### src/lenet_pkg.sv
package lenet_pkg;

    // Pixel and weight magnitude width
    localparam int DATA_W = 8;

    // Full width of the 8x8 product
    localparam int PROD_W = 2 * DATA_W;

    // 5x5 window
    localparam int TAPS = 25;
    localparam int TAP_CNT_W = 5;

    // Index of the closing tap of a window
    localparam logic [TAP_CNT_W-1:0] LAST_TAP = TAP_CNT_W'(TAPS - 1);

    // Signed accumulator, room for 25 full-scale products plus bias
    localparam int ACC_W = 24;

    // Signed bias loaded from outside
    localparam int BIAS_W = 16;

    // Requantization of the accumulated sum
    localparam int OUT_SHIFT = 8;
    localparam logic [DATA_W-1:0] OUT_MAX = DATA_W'(255);

endpackage

### src/approx_mul8.sv
`timescale 1ns/100ps

module approx_mul8 (
    input  logic [lenet_pkg::DATA_W-1:0] a,
    input  logic [lenet_pkg::DATA_W-1:0] b,
    output logic [lenet_pkg::PROD_W-1:0] p
);

    // One AND row per multiplier bit
    logic [lenet_pkg::DATA_W-1:0] pp [lenet_pkg::DATA_W];

    // Rows for a[7:6], placed at their exact weight
    logic [lenet_pkg::PROD_W-1:0] row6;
    logic [lenet_pkg::PROD_W-1:0] row7;

    // Compressed replacement for rows a[5:0]
    logic [lenet_pkg::PROD_W-1:0] corr1;
    logic [lenet_pkg::PROD_W-1:0] corr2;
    logic [lenet_pkg::PROD_W-1:0] corr3;
    logic [lenet_pkg::PROD_W-1:0] corr4;
    logic [lenet_pkg::PROD_W-1:0] corr5;

    genvar i;
    generate
        for (i = 0; i < lenet_pkg::DATA_W; i++) begin : g_row
            assign pp[i] = b & {lenet_pkg::DATA_W{a[i]}};
        end
    endgenerate

    assign row6 = {2'b00, pp[6], 6'b00_0000};
    assign row7 = {1'b0, pp[7], 7'b000_0000};

    // Pairs of neighbouring rows merged with AND, OR and XOR
    always_comb begin
        corr1 = '0;
        corr1[2]  = pp[0][1] & pp[1][0];
        corr1[3]  = pp[0][3] ^ pp[1][2];
        corr1[6]  = pp[4][1] ^ pp[5][0];
        corr1[7]  = pp[2][5] | pp[3][4];
        corr1[8]  = pp[0][7] ^ pp[1][6];
        corr1[9]  = pp[2][7] | pp[3][6];
        corr1[10] = pp[2][7] & pp[3][6];
        corr1[11] = pp[4][6] & pp[5][5];
        corr1[12] = pp[4][7] & pp[5][6];
    end

    always_comb begin
        corr2 = '0;
        corr2[7]  = pp[2][5] ^ pp[3][4];
        corr2[8]  = pp[2][6] | pp[3][5];
        corr2[9]  = pp[4][5] & pp[5][4];
        corr2[10] = pp[3][7];
        corr2[11] = pp[4][7] ^ pp[5][6];
        corr2[12] = pp[5][7];
    end

    // Sparse vectors fed mostly by rows a[5:4]
    always_comb begin
        corr3 = '0;
        corr3[7]  = pp[4][2] | pp[5][1];
        corr3[8]  = pp[4][3] & pp[5][2];
        corr3[9]  = pp[4][5] | pp[5][4];
        corr3[10] = pp[4][6] ^ pp[5][5];
    end

    always_comb begin
        corr4 = '0;
        corr4[7] = pp[4][3] | pp[5][2];
        corr4[8] = pp[4][4] & pp[5][3];
    end

    always_comb begin
        corr5 = '0;
        corr5[8] = pp[4][4] | pp[5][3];
    end

    // Exact whenever a[5:0] is zero, all corrections vanish then
    assign p = row6 + row7 + corr1 + corr2 + corr3 + corr4 + corr5;

endmodule

### src/tap_sequencer.sv
`timescale 1ns/100ps

module tap_sequencer (
    input  logic                         clk,
    input  logic                         rst_n,
    input  logic                         tap_valid,
    input  logic [lenet_pkg::DATA_W-1:0] pixel,
    input  logic [lenet_pkg::DATA_W-1:0] weight_mag,
    input  logic                         weight_neg,
    output logic                         s_valid,
    output logic [lenet_pkg::DATA_W-1:0] s_pixel,
    output logic [lenet_pkg::DATA_W-1:0] s_weight_mag,
    output logic                         s_weight_neg,
    output logic                         s_first,
    output logic                         s_last
);

    // Position of the next tap inside its window
    logic [lenet_pkg::TAP_CNT_W-1:0] tap_idx;

    always_ff @(posedge clk or negedge rst_n) begin
        if (!rst_n) begin
            s_valid <= 1'b0;
            s_first <= 1'b0;
            s_last  <= 1'b0;
            tap_idx <= '0;
        end else begin
            s_valid <= tap_valid;
            if (tap_valid) begin
                s_first <= (tap_idx == '0);
                s_last  <= (tap_idx == lenet_pkg::LAST_TAP);
                // Wrap so the next strobe opens a new window
                if (tap_idx == lenet_pkg::LAST_TAP) begin
                    tap_idx <= '0;
                end else begin
                    tap_idx <= tap_idx + 1'b1;
                end
            end
        end
    end

    always_ff @(posedge clk) begin
        if (tap_valid) begin
            s_pixel      <= pixel;
            s_weight_mag <= weight_mag;
            s_weight_neg <= weight_neg;
        end
    end

    a_idx_range : assert property (
        @(posedge clk) disable iff (!rst_n)
        tap_idx <= lenet_pkg::LAST_TAP
    );

endmodule

### src/window_mac.sv
`timescale 1ns/100ps

module window_mac (
    input  logic                                clk,
    input  logic                                rst_n,
    input  logic                                s_valid,
    input  logic [lenet_pkg::DATA_W-1:0]        s_pixel,
    input  logic [lenet_pkg::DATA_W-1:0]        s_weight_mag,
    input  logic                                s_weight_neg,
    input  logic                                s_first,
    input  logic                                s_last,
    input  logic                                bias_load,
    input  logic signed [lenet_pkg::BIAS_W-1:0] bias,
    output logic                                acc_done,
    output logic signed [lenet_pkg::ACC_W-1:0]  acc_sum
);

    logic [lenet_pkg::PROD_W-1:0] mul_p;

    // Product stage
    logic                         p_valid;
    logic [lenet_pkg::PROD_W-1:0] p_prod;
    logic                         p_neg;
    logic                         p_first;
    logic                         p_last;

    logic signed [lenet_pkg::BIAS_W-1:0] bias_q;
    logic signed [lenet_pkg::ACC_W-1:0]  prod_ext;
    logic signed [lenet_pkg::ACC_W-1:0]  prod_signed;
    logic signed [lenet_pkg::ACC_W-1:0]  acc_base;
    logic signed [lenet_pkg::ACC_W-1:0]  acc_next;
    logic signed [lenet_pkg::ACC_W-1:0]  acc;

    approx_mul8 approx_mul8_i (
        .a (s_weight_mag),
        .b (s_pixel),
        .p (mul_p)
    );

    always_ff @(posedge clk or negedge rst_n) begin
        if (!rst_n) begin
            p_valid  <= 1'b0;
            acc_done <= 1'b0;
            bias_q   <= '0;
        end else begin
            p_valid  <= s_valid;
            acc_done <= p_valid & p_last;
            if (bias_load) begin
                bias_q <= bias;
            end
        end
    end

    always_ff @(posedge clk) begin
        if (s_valid) begin
            p_prod  <= mul_p;
            p_neg   <= s_weight_neg;
            p_first <= s_first;
            p_last  <= s_last;
        end
    end

    // Magnitude is unsigned, apply the weight sign here
    assign prod_ext    = {{(lenet_pkg::ACC_W - lenet_pkg::PROD_W){1'b0}}, p_prod};
    assign prod_signed = p_neg ? -prod_ext : prod_ext;

    // First tap restarts from the bias
    assign acc_base = p_first ?
        {{(lenet_pkg::ACC_W - lenet_pkg::BIAS_W){bias_q[lenet_pkg::BIAS_W-1]}}, bias_q} : acc;
    assign acc_next = acc_base + prod_signed;

    always_ff @(posedge clk) begin
        if (p_valid) begin
            acc <= acc_next;
            if (p_last) begin
                acc_sum <= acc_next;
            end
        end
    end

    a_done_single : assert property (
        @(posedge clk) disable iff (!rst_n)
        acc_done |=> !acc_done
    );

endmodule

### src/relu_requant.sv
`timescale 1ns/100ps

module relu_requant (
    input  logic                               clk,
    input  logic                               rst_n,
    input  logic                               acc_done,
    input  logic signed [lenet_pkg::ACC_W-1:0] acc_sum,
    output logic                               out_valid,
    output logic [lenet_pkg::DATA_W-1:0]       out_pixel
);

    logic [lenet_pkg::ACC_W-1:0]  shifted;
    logic [lenet_pkg::DATA_W-1:0] relu_pix;

    // Logical shift, only used when the sum is non-negative
    assign shifted = acc_sum >> lenet_pkg::OUT_SHIFT;

    always_comb begin
        if (acc_sum[lenet_pkg::ACC_W-1]) begin
            relu_pix = '0;
        end else if (shifted >
                     {{(lenet_pkg::ACC_W - lenet_pkg::DATA_W){1'b0}}, lenet_pkg::OUT_MAX}) begin
            // Clip to the 8-bit range
            relu_pix = lenet_pkg::OUT_MAX;
        end else begin
            relu_pix = shifted[lenet_pkg::DATA_W-1:0];
        end
    end

    always_ff @(posedge clk or negedge rst_n) begin
        if (!rst_n) begin
            out_valid <= 1'b0;
            out_pixel <= '0;
        end else begin
            out_valid <= acc_done;
            // Pixel holds until the next window completes
            if (acc_done) begin
                out_pixel <= relu_pix;
            end
        end
    end

    a_valid_after_done : assert property (
        @(posedge clk) disable iff (!rst_n)
        out_valid |-> $past(acc_done)
    );

endmodule

### src/conv_tap_engine.sv
`timescale 1ns/100ps

module conv_tap_engine (
    input  logic                                clk,
    input  logic                                rst_n,
    input  logic                                tap_valid,
    input  logic [lenet_pkg::DATA_W-1:0]        pixel,
    input  logic [lenet_pkg::DATA_W-1:0]        weight_mag,
    input  logic                                weight_neg,
    input  logic                                bias_load,
    input  logic signed [lenet_pkg::BIAS_W-1:0] bias,
    output logic                                out_valid,
    output logic [lenet_pkg::DATA_W-1:0]        out_pixel
);

    // Sequenced taps
    logic                         s_valid;
    logic [lenet_pkg::DATA_W-1:0] s_pixel;
    logic [lenet_pkg::DATA_W-1:0] s_weight_mag;
    logic                         s_weight_neg;
    logic                         s_first;
    logic                         s_last;

    // Window result
    logic                               acc_done;
    logic signed [lenet_pkg::ACC_W-1:0] acc_sum;

    tap_sequencer tap_sequencer_i (
        .clk          (clk),
        .rst_n        (rst_n),
        .tap_valid    (tap_valid),
        .pixel        (pixel),
        .weight_mag   (weight_mag),
        .weight_neg   (weight_neg),
        .s_valid      (s_valid),
        .s_pixel      (s_pixel),
        .s_weight_mag (s_weight_mag),
        .s_weight_neg (s_weight_neg),
        .s_first      (s_first),
        .s_last       (s_last)
    );

    window_mac window_mac_i (
        .clk          (clk),
        .rst_n        (rst_n),
        .s_valid      (s_valid),
        .s_pixel      (s_pixel),
        .s_weight_mag (s_weight_mag),
        .s_weight_neg (s_weight_neg),
        .s_first      (s_first),
        .s_last       (s_last),
        .bias_load    (bias_load),
        .bias         (bias),
        .acc_done     (acc_done),
        .acc_sum      (acc_sum)
    );

    relu_requant relu_requant_i (
        .clk       (clk),
        .rst_n     (rst_n),
        .acc_done  (acc_done),
        .acc_sum   (acc_sum),
        .out_valid (out_valid),
        .out_pixel (out_pixel)
    );

endmodule

### config.mk
export PLATFORM = sky130hd
export DESIGN_NAME = conv_tap_engine
export DESIGN_NICKNAME = d
export VERILOG_FILES = /design/src/lenet_pkg.sv /design/src/approx_mul8.sv /design/src/tap_sequencer.sv /design/src/window_mac.sv /design/src/relu_requant.sv /design/src/conv_tap_engine.sv
export SDC_FILE = /design/constraint.sdc
export NUM_CORES = 1
export LEC_CHECK = 0
export BUFFER_PORTS_ARGS = -buffer_cell sky130_fd_sc_hd__buf_4
export CAP_MARGIN = 20
export CORE_MARGIN = 3
export CORE_UTILIZATION = 30
export CTS_CLUSTER_SIZE = 14
export DETAILED_ROUTE_END_ITERATION = 6
export GPL_TIMING_DRIVEN = 0
export PLACE_DENSITY = 0.52
export SETUP_SLACK_MARGIN = 0.05
export SLEW_MARGIN = 10
export SYNTH_ARGS = -nofsm -noshare
export SYNTH_HDL_FRONTEND = slang
export SYNTH_SLANG_ARGS = --single-unit
### constraint.sdc
create_clock -name clk -period 4.9 [get_ports clk]
set_input_delay 0.245 -clock clk [delete_from_list [all_inputs] [get_ports clk]]
set_output_delay 0.245 -clock clk [all_outputs]
set_load 0.02 [all_outputs]
==> results.yml, run 1 <==
outcome:
  outcome: "finished clean"
finish:
  drive_gt1_share_pct: 16.4
  area_growth_pct: 15.6
  n_antenna_cell: 0
  fin_nets: 693
  seq_area_sq_mm: 0.00293
  final.fill_count: 1972
  multi_input_area_sq_mm: 0.00303
setup_path:
  end_kind: "register"
  cp.arrival_ns: 4.23
  path_class: "register to register"
  cp.required_ns: 4.99
  path_max_fanout: 8
  critPathLaunchType: "register"
floorplan:
  die_w_um: 150
  initial_utilization_pct: 31.2
  fp-row-count: 51
  die-area_sq_mm: 0.0224
  core_region_area_sq_mm: 0.0198
  die_h_um: 150
  top_level_ports: 46
cts:
  cts-root-buf: "clkbuf_16"
  htreeDepth: 3
  cts_tree: "built"
  clock_path_buffers: 2
  clkTransAtPathRegs_ns: 0.07
  clk_latency_ns: 0.35
  cts_num_sinks: 103
  cts_buffers: 9
routing:
  postRouteAntennaNets: 0
  drcViolationCount: 0
  first_pass_iters: 4
  vias: 3958
  wirelength_um: 11500
  drt-wirelength-per-cell_um: 13.4
  drt_iter0_drc: 238
  via_per_inst: 4.61
timing:
  hold_viol: 0
  setup_viol_count_final: 0
  fin_crit_ns: 4.14
  whs_ns: 0.0698
  slew_viol_final: 0
  relSlewSlack_pct: 36.9
  max_freq_mhz: 242
  fin_crit_sh_pct: 84.5
  worst_slew_pin_slew_ns: 0.946
  grt_setup_unrepaired: "false"
  clock_skew_ns: 0.0102
  fin_tns_setup_ns: 0
pwr:
  irDropWorstVdd_mv: 0.216
  power.share.switching_pct: 36.4
  p_leak_nw: 2.98
  clkPwrFrac_pct: 17.2
  pwr-share-seq_pct: 36.7
  p_comb_share_pct: 46.1
  p_switching_mw: 1.52
  p_int_mw: 2.65
  powerDensity_mw_per_mm2: 583
grt:
  grt_usage_pct: 11.0
  antenna_found_initial: 0
  grt_first_pass_wirelength_um: 19600
  grt_max_degree: 34
  grt-ovfl-total: 0
  grt_pass1_vias: 4075
worst_hold_path:
  min_path_type: "primary input to register"
synthesis:
  yosysSeqAreaShare_pct: 47.3
  ys_async_sr_fraction_pct: 32.0
  syn_inst: 533
  yosysTopAreaCell: "edfxtp_1"
  synth_ff_type: "edfxtp_1"
  syn_area_sq_mm: 0.00618
  ys_top_cells_by_area: "edfxtp_1, dfrtp_1, ha_1"
  synth_edf_count: 70
  synth_top_area_share_pct: 34.0
  yosys_warnings: 0
  synth_nets: 638
  avgSynthCellArea_sq_um: 11.6
  ys_ff_latch: 103
  synth.distinct_cells: 46
place:
  place_congestion: 0.882
  dp_hpwl_um: 9000
  io_buffer_count: 43
flow_run:
  cap_violations: 0
## registers in the layout, summed over array words and instances, names as in the netlist, 5 cells and up
| name | flops |
|---|---|
| window_mac_i.acc | 22 |
| window_mac_i.acc_sum | 16 |
| window_mac_i.bias_q | 14 |
| window_mac_i.p_prod | 12 |
| relu_requant_i.out_pixel | 8 |
| tap_sequencer_i.s_pixel | 8 |
| tap_sequencer_i.s_weight_mag | 8 |
| tap_sequencer_i.tap_idx | 5 |
## metal layers
metal	up-vias	GRT usage, %	part of all wire (%)	wire [um]
met4	0	3.84	2.4	280
met2	76	18.0	46	5360
li1	2000	-	-	-
met1	1864	13.8	46	5330
met3	18	3.39	4.8	559
met5	-	0	0	0
## cell type report
class	count	share of cell area (%)
Tap cell	265	4.64
Timing Repair Buffer	44	4.65
Sequential cell	103	40.9
Inverter	42	2.20
Buffer	19	1.01
Clock inverter	5	0.822
Multi-Input combinational cell	369	42.3
Clock buffer	11	3.39
## logic make-up (layout without fill, tap and decap cells)
kind of cell | after synthesis | in the layout | share of synthesized area [%]
buffers and inverters | 61 | 121 | 3.72
and+or+nand+nor | 126 | 126 | 10.2
DFF | 103 | 103 | 47.3
AOI/OAI and AO/OA | 97 | 97 | 9.83
muxes | 39 | 39 | 7.04
adders and majority gates | 68 | 68 | 16.3
xor gates and xnor gates | 39 | 39 | 5.52
## critical path: stages, from the launching register on
cell      delay [ns]
edfxtp_1        0.53
and2_1          0.22
ha_1            0.19
fa_1            0.48
inv_1           0.05
fa_1            0.52
inv_1           0.05
fa_1            0.47
ha_1            0.31
ha_1            0.34
a21o_1          0.17
a21oi_1         0.21
o21bai_1        0.09
a21oi_1         0.17
xnor2_1         0.08
## metrics by stage
step	utilization (%)	power, mW	instances	setup WS (ns)	instance area, sq um
global placement	34.5	3.43	841	0.769	6840
detailed placement	34.5	3.47	841	0.770	6840
finish	36.0	4.17	858	0.760	7150
global route	36.0	4.56	858	0.565	7150
floorplan	-	3.00	533	1.00	6180
CTS	36.0	4.22	858	0.741	7150
## power groups by stage
stage | clock network [mW] | registers [mW] | logic (mW)
2_1_floorplan | 0 | 1.54 | 1.46
4_1_cts | 0.743 | 1.53 | 1.94
3_3_place_gp | 0 | 1.54 | 1.89
5_1_grt | 0.780 | 1.56 | 2.22
6_report | 0.715 | 1.53 | 1.92
3_5_place_dp | 0 | 1.55 | 1.92
## synth_stat cells, drive strengths merged (3+ instances only)
cell type and n:
o22ai 3, a21oi 26, inv 42, o31ai 4, edfxtp 70, or3 5, xor2 14, nor2 15
mux2i 3, or4 4, xnor2 25, buf 3, a211o 3, a22o 4, nand2 47, and2 21
o21ai 28, a21o 8, ha 47, o21bai 4, dfrtp 33, fa 21, clkbuf 16, nor3 7
nand4 4, o21a 8, nand2b 6, nand3 9, mux2 36
## final timing paths
path	startpoint	to	slack, ns	cells after the start
max	tap_sequencer_i.s_weight_mag[5]	window_mac_i.p_prod[15]	0.76	14
min	weight_mag[5]	tap_sequencer_i.s_weight_mag[5]	0.07	1
max reg2reg	tap_sequencer_i.s_weight_mag[5]	window_mac_i.p_prod[15]	0.76	14
min reg2reg	window_mac_i.acc_done	relu_requant_i.out_valid	0.38	0
max in group asynchronous	rst_n	tap_sequencer_i.tap_idx[4]	4.17	2
min in group asynchronous	rst_n	window_mac_i.bias_q[3]	0.39	2
## cell usage in the layout, fill, tap and decap left out, types with 8 or more instances in the layout
master and n:
a21o_1 8, clkbuf_16 9, inv_1 42, nand2_1 47, edfxtp_1 70, a21oi_1 26, buf_4 43, ha_1 47
fa_1 21, and2_1 21, nor2_1 15, dfrtp_1 33, xor2_1 14, o21a_1 8, nand3_1 9, mux2_2 36
o21ai_0 27, xnor2_1 25, clkbuf_1 17
## what timing repair did
| action | 4_1_cts | 5_1_grt |
|---|---|---|
| resized for setup | 0 | 0 |
| hold endpoints to repair | 33 | 0 |
| setup buffers | 0 | 0 |
| hold buffers | 1 | 0 |
| endpoints found under the setup margin | 0 | 0 |
Note: power is estimated with default switching activity, not from simulation.
==> inputs of run 2 (changes only) <==
Clock period 4.9 ns to 3.95 ns, I/O delays scaled along.
==> run 2 against run 1 <==
Effect of this change:
- non-clock buffer count rose by 22
- via count rose by 1.8%
- critical path depth rose by 3
- clock power rose by 24%
- combinational power rose by 39%
- register-to-register slack got worse by 0.64 ns
- wire length rose by 2.7%
- count of clock-buffer cells in the layout did not move
- die area did not move
- first-iteration DRC count did not move
- design area rose by 4.3%
==> results.yml, run 2 (synthesis gave the netlist of run 1 again) <==
cts:
  cts_tree: "built"
  clk_latency_ns: 0.35
  cts_buffers: 9
  cts-root-buf: "clkbuf_16"
  htreeDepth: 3
  clock_path_buffers: 2
  cts_num_sinks: 103
  clkTransAtPathRegs_ns: 0.07
grt:
  grt_pass1_vias: 4114
  antenna_found_initial: 0
  grt-ovfl-total: 0
  grt_usage_pct: 11.1
  grt_max_degree: 34
  grt_first_pass_wirelength_um: 19800
setup_path:
  path_max_fanout: 5
  cp.arrival_ns: 3.92
  crit_family: "adder cells"
  crit_chain: "nand2_1 > xor2_1 > fa_1 > fa_1 > inv_1 > fa_1 > inv_2 > ha_4 > ha_4 > inv_2 > fa_2 > inv_2 > a21o_1 > a21oi_2 > o21bai_1 > a21oi_1 > xnor2_1"
  cp_slowest_cell: "fa_1"
  critPathLaunchType: "register"
  cp.required_ns: 4.05
  path_class: "register to register"
  critPathBufInv: 4
  crit_path_max_incr_delay_ns: 0.51
  end_kind: "register"
pwr:
  p_leak_nw: 3.10
  clkPwrFrac_pct: 16.3
  p_comb_share_pct: 49.0
  pwr-share-seq_pct: 34.7
  powerDensity_mw_per_mm2: 730
  power.share.switching_pct: 36.2
  irDropWorstVdd_mv: 0.270
  finalPower_mw: 5.45
  p_switching_mw: 1.97
  p_int_mw: 3.48
floorplan:
  die_h_um: 150
  top_level_ports: 46
  die_w_um: 150
  initial_utilization_pct: 31.2
  core_region_area_sq_mm: 0.0198
  die-area_sq_mm: 0.0224
  fp-row-count: 51
finish:
  finalNonFillerCells: 880
  final_cell_mix: "edfxtp_1, buf_4, nand2_1"
  top_register: "window_mac_i.acc"
  largest_reg_flops: 22
  area_growth_pct: 20.6
  n_antenna_cell: 0
  fin_nets: 715
  layout_commonest_cell: "edfxtp_1"
  top_regs: "window_mac_i.acc: 22 flops, window_mac_i.acc_sum: 16 flops, window_mac_i.bias_q: 14 flops"
  drive_gt1_share_pct: 22.9
  final.fill_count: 1939
timing:
  max_freq_mhz: 261
  hold_viol: 0
  setup_viol_count_final: 0
  fin_crit_sh_pct: 96.9
  slew_viol_final: 0
  relSlewSlack_pct: 37.1
  whs_ns: 0.0235
  grt_setup_unrepaired: "true"
  clock_skew_ns: 0.0106
  fin_ws_ns: 0.121
  fin_crit_ns: 3.83
  worst_slew_pin_slew_ns: 0.943
place:
  place_ws_ns: -0.180
  io_buffer_count: 43
  place_congestion: 0.882
  place_inst: 841
  dp_hpwl_um: 9000
worst_hold_path:
  min_path_type: "primary input to register"
routing:
  drt-wirelength-per-cell_um: 13.5
  postRouteAntennaNets: 0
  first_pass_iters: 4
  vias: 4030
  wirelength_um: 11800
  via_per_inst: 4.58
  drcViolationCount: 0
  drt_iter0_drc: 238
outcome:
  outcome: "finished clean"
flow_run:
  cap_violations: 0
-- run 2: path summary, 6_finish.rpt --
check | start | to | slack (ns) | depth (start not counted)
min reg2reg | window_mac_i.acc_done | relu_requant_i.out_valid | 0.38 | 0
max reg2reg | tap_sequencer_i.s_pixel[6] | window_mac_i.p_prod[15] | 0.12 | 17
min | pixel[1] | tap_sequencer_i.s_pixel[1] | 0.02 | 1
max | tap_sequencer_i.s_pixel[6] | window_mac_i.p_prod[15] | 0.12 | 17
max in group asynchronous | rst_n | tap_sequencer_i.s_first | 3.27 | 2
min in group asynchronous | rst_n | window_mac_i.bias_q[3] | 0.34 | 2
-- run 2: timing repair --
item                                   CTS  global route
endpoints found under the hold margin   33             6
gates resized for setup                  7            22
pin swaps                                9            30
buffers inserted                        10             9
hold buffers                             1             6
setup endpoints to repair                5            15
-- run 2: through the flow --
| step | setup TNS (ns) | instance area, sq um | utilization, % |
|---|---|---|---|
| global placement | -0.194 | 6840 | 34.5 |
| global route | -0.0383 | 7460 | 37.6 |
| detailed placement | -0.204 | 6840 | 34.5 |
| CTS | 0 | 7240 | 36.5 |
| finish | 0 | 7460 | 37.6 |
| floorplan | 0 | 6180 | - |
-- run 2: area by class of cell --
class | count | area (sq um) | share of cell area, %
multi-input combinational | 369 | 3140 | 42.1
sequential | 103 | 2930 | 39.2
timing repair buffer | 69 | 536 | 7.18
tap | 265 | 332 | 4.44
clock buffer | 11 | 243 | 3.25
inverter | 42 | 158 | 2.11
buffer | 16 | 62.6 | 0.839
clock inverter | 5 | 58.8 | 0.788
-- run 2: per-layer routing --
layer	part of all wire (%)	vias to the layer above	GRT usage [%]
met5	0	-	0
met1	46	1896	13.9
met4	1.8	0	3.84
li1	-	2047	-
met2	48	75	18.2
met3	4.6	12	3.39
-- run 2: power by group through the flow --
stage	Clock (mW)	Combinational [mW]	Sequential [mW]
after floorplan	0	1.81	1.92
after global placement	0	2.35	1.91
after detailed placement	0	2.39	1.92
after CTS	0.922	2.47	1.90
after global routing	0.967	3.03	1.93
final	0.887	2.67	1.89
-- run 2: worst reg2reg max path, stage by stage (launching register included) --
cell and delay [ns]:
edfxtp_1 0.47, nand2_1 0.12, xor2_1 0.19, fa_1 0.46
fa_1 0.51, inv_1 0.05, fa_1 0.48, inv_2 0.04
ha_4 0.15, ha_4 0.16, inv_2 0.05, fa_2 0.20
inv_2 0.03, a21o_1 0.15, a21oi_2 0.15, o21bai_1 0.09
a21oi_1 0.17, xnor2_1 0.09
==> inputs of run 3 (changes only) <==
Settings changed: ABC_AREA set to 1, CORE_MARGIN 3 to 10, PLACE_DENSITY 0.52 to 0.51.
==> run 3 against run 2 <==
Effect of this change:
- design area rose by 5.4%
- largest power group unchanged
- setup slack better by 0.057 ns
- sequential power down 6%
- count of clock-buffer cells in the layout is 1 lower
- first-iteration DRC count fell by 26%
- critical path type unchanged
- critical path depth down 3
==> results.yml, run 3 <==
timing:
  slew_viol_final: 0
  fin_crit_ns: 3.77
  worst_slew_pin_slew_ns: 0.731
  grt_setup_unrepaired: "false"
  hold_viol: 0
  clock_skew_ns: 0.0135
  max_freq_mhz: 265
  fin_ws_ns: 0.178
  fin_crit_sh_pct: 95.5
  fin_tns_setup_ns: 0
  relSlewSlack_pct: 51.2
  setup_viol_count_final: 0
synthesis:
  synth_ff_type: "edfxtp_1"
  synth.distinct_cells: 38
  ys_top_cells_by_area: "edfxtp_1, dfrtp_1, nand2_1"
  ys_ff_latch: 103
  yosysSeqAreaShare_pct: 44.1
  synth_nets: 863
  synth_edf_count: 70
  syn_area_sq_mm: 0.00663
  synth_top_cells_by_count: "nand2_1, inv_1, edfxtp_1, ha_1, nor2_1"
  synth_top_area_share_pct: 31.7
  avgSynthCellArea_sq_um: 8.75
  yosysTopAreaCell: "edfxtp_1"
  syn_inst: 758
  ys_async_sr_fraction_pct: 32.0
  synth_most_common_cell: "nand2_1"
  yosys_warnings: 0
routing:
  drt-wirelength-per-cell_um: 12.8
  drcViolationCount: 0
  wirelength_um: 14200
  drt_iter0_drc: 175
  vias: 4873
  via_per_inst: 4.38
  first_pass_iters: 5
  postRouteAntennaNets: 0
cts:
  clock_path_buffers: 2
  cts_num_sinks: 103
  cts_buffers: 9
  clkTransAtPathRegs_ns: 0.07
  cts_tree: "built"
  htreeDepth: 3
  clk_latency_ns: 0.36
  cts-root-buf: "clkbuf_16"
place:
  place_inst: 1080
  dp_hpwl_um: 11100
  place_ws_ns: -0.197
  place_congestion: 0.896
  io_buffer_count: 42
  place_area_sq_mm: 0.00730
finish:
  n_antenna_cell: 0
  final.fill_count: 2241
  final_cell_mix: "nand2_1, inv_1, edfxtp_1"
  finalNonFillerCells: 1112
  stdcell_area_sq_mm: 0.00787
  area_growth_pct: 18.6
  largest_reg_flops: 22
  fin_nets: 932
  drive_gt1_share_pct: 15.7
  top_register: "window_mac_i.acc"
  layout_commonest_cell: "nand2_1"
  top_regs: "window_mac_i.acc: 22 flops, window_mac_i.acc_sum: 16 flops, window_mac_i.bias_q: 14 flops"
pwr:
  p_int_mw: 3.10
  p_leak_nw: 3.82
  irDropWorstVdd_mv: 0.298
  clkPwrFrac_pct: 16.3
  powerDensity_mw_per_mm2: 670
  power.share.switching_pct: 41.2
  p_comb_share_pct: 50.2
  p_switching_mw: 2.17
  pwr-share-seq_pct: 33.5
setup_path:
  end_kind: "register"
  cp.arrival_ns: 3.88
  path_max_fanout: 5
  worstRegToRegCells: 14
  critPathLaunchType: "register"
  regToRegSetupSlack_ns: 0.18
  path_class: "register to register"
  cp.required_ns: 4.06
grt:
  grt_max_degree: 34
  grt_pass1_vias: 4822
  grt_first_pass_wirelength_um: 23400
  antenna_found_initial: 0
  grt_usage_pct: 10.0
  grt-ovfl-total: 0
worst_hold_path:
  holdPathStages: 1
  min_path_type: "primary input to register"
floorplan:
  core_region_area_sq_mm: 0.0218
  top_level_ports: 46
  die_w_um: 169
  fp-row-count: 54
  die_h_um: 169
  die-area_sq_mm: 0.0285
  initial_utilization_pct: 30.4
flow_run:
  cap_violations: 0
outcome:
  outcome: "finished clean"
[run 3: cell count changes after synthesis, sizes merged, moves of 7 or more]
cell,delta
nand2,+182
inv,+91
nor2,+38
mux2,-35
and2,-20
nand3,+18
xnor2,-18
o21ai,+13
o21a,-8
a21o,-7
a21oi,-7
[run 3: final cells by class]
cell class              count  area [sq um]  share of cell area [%]
inverters                 135           507                    6.44
clock buffers              10           229                    2.91
repair buffers             61           478                    6.08
flip-flops and latches    103          2930                    37.2
plain buffers               8          31.3                   0.398
multi-input cells         509          3290                    41.9
well taps                 280           350                    4.45
clock inverters             6          50.0                   0.636
[run 3: per-layer routing]
layer	track usage, %	part of all wire, %	vias up
met5	0	0	-
met4	2.95	1.2	0
met3	2.34	3.4	13
met2	17.2	49	51
met1	12.2	47	2236
li1	-	-	2573
[run 3: cell families after synthesis]
group / count (synthesis) / synth area share, %
buffers and inverters: 146 / 8.28
xor gates and xnor gates: 27 / 3.56
DFF: 103 / 44.1
adders and majority gates: 68 / 15.2
and+or+nand+nor: 331 / 21.6
muxes: 1 / 0.170
AOI/OAI and AO/OA: 82 / 7.09
[run 3: path summary, 6_finish.rpt]
| check | from | end |
|---|---|---|
| hold / removal | weight_mag[7] | tap_sequencer_i.s_weight_mag[7] |
| hold reg to reg | window_mac_i.acc_done | relu_requant_i.out_valid |
| min in group asynchronous | rst_n | window_mac_i.bias_q[12] |
| setup reg to reg | tap_sequencer_i.s_pixel[6] | window_mac_i.p_prod[15] |
| max in group asynchronous | rst_n | tap_sequencer_i.tap_idx[2] |
| setup / recovery | tap_sequencer_i.s_pixel[6] | window_mac_i.p_prod[15] |
[run 3: metrics by stage]
stage          power [mW]  hold WS, ns  util (%)
2_1_floorplan        3.61      -0.0981         -
3_3_place_gp         4.20        0.171      33.4
3_5_place_dp         4.21        0.175      33.4
4_1_cts              5.18    0.0000634      35.3
5_1_grt              5.77     0.000980      36.0
6_report             5.27       0.0163      36.0
[run 3: what timing repair did]
item,in CTS,in global routing
setup endpoints to repair,3,2
hold buffers,5,0
buffers inserted,4,9
pin swaps,0,23
hold endpoints to repair,37,0
gates resized for setup,6,23
[run 3: power groups by stage]
stage          Clock (mW)  Combinational [mW]  Sequential (mW)
2_1_floorplan           0                1.84             1.77
3_3_place_gp            0                2.41             1.79
3_5_place_dp            0                2.42             1.79
4_1_cts             0.893                2.51             1.77
5_1_grt             0.931                3.04             1.80
6_report            0.857                2.65             1.77
[run 3: worst max-delay path, stage by stage (launching register included)]
cell      delay (ns)
edfxtp_1        0.46
inv_1           0.10
nor3_2          0.23
fa_1            0.47
fa_1            0.52
fa_1            0.49
ha_1            0.32
inv_1           0.07
fa_2            0.40
o21ai_2         0.16
nand2_1         0.08
nand2_1         0.08
a21oi_2         0.06
nand2_1         0.06
nand2_1         0.04
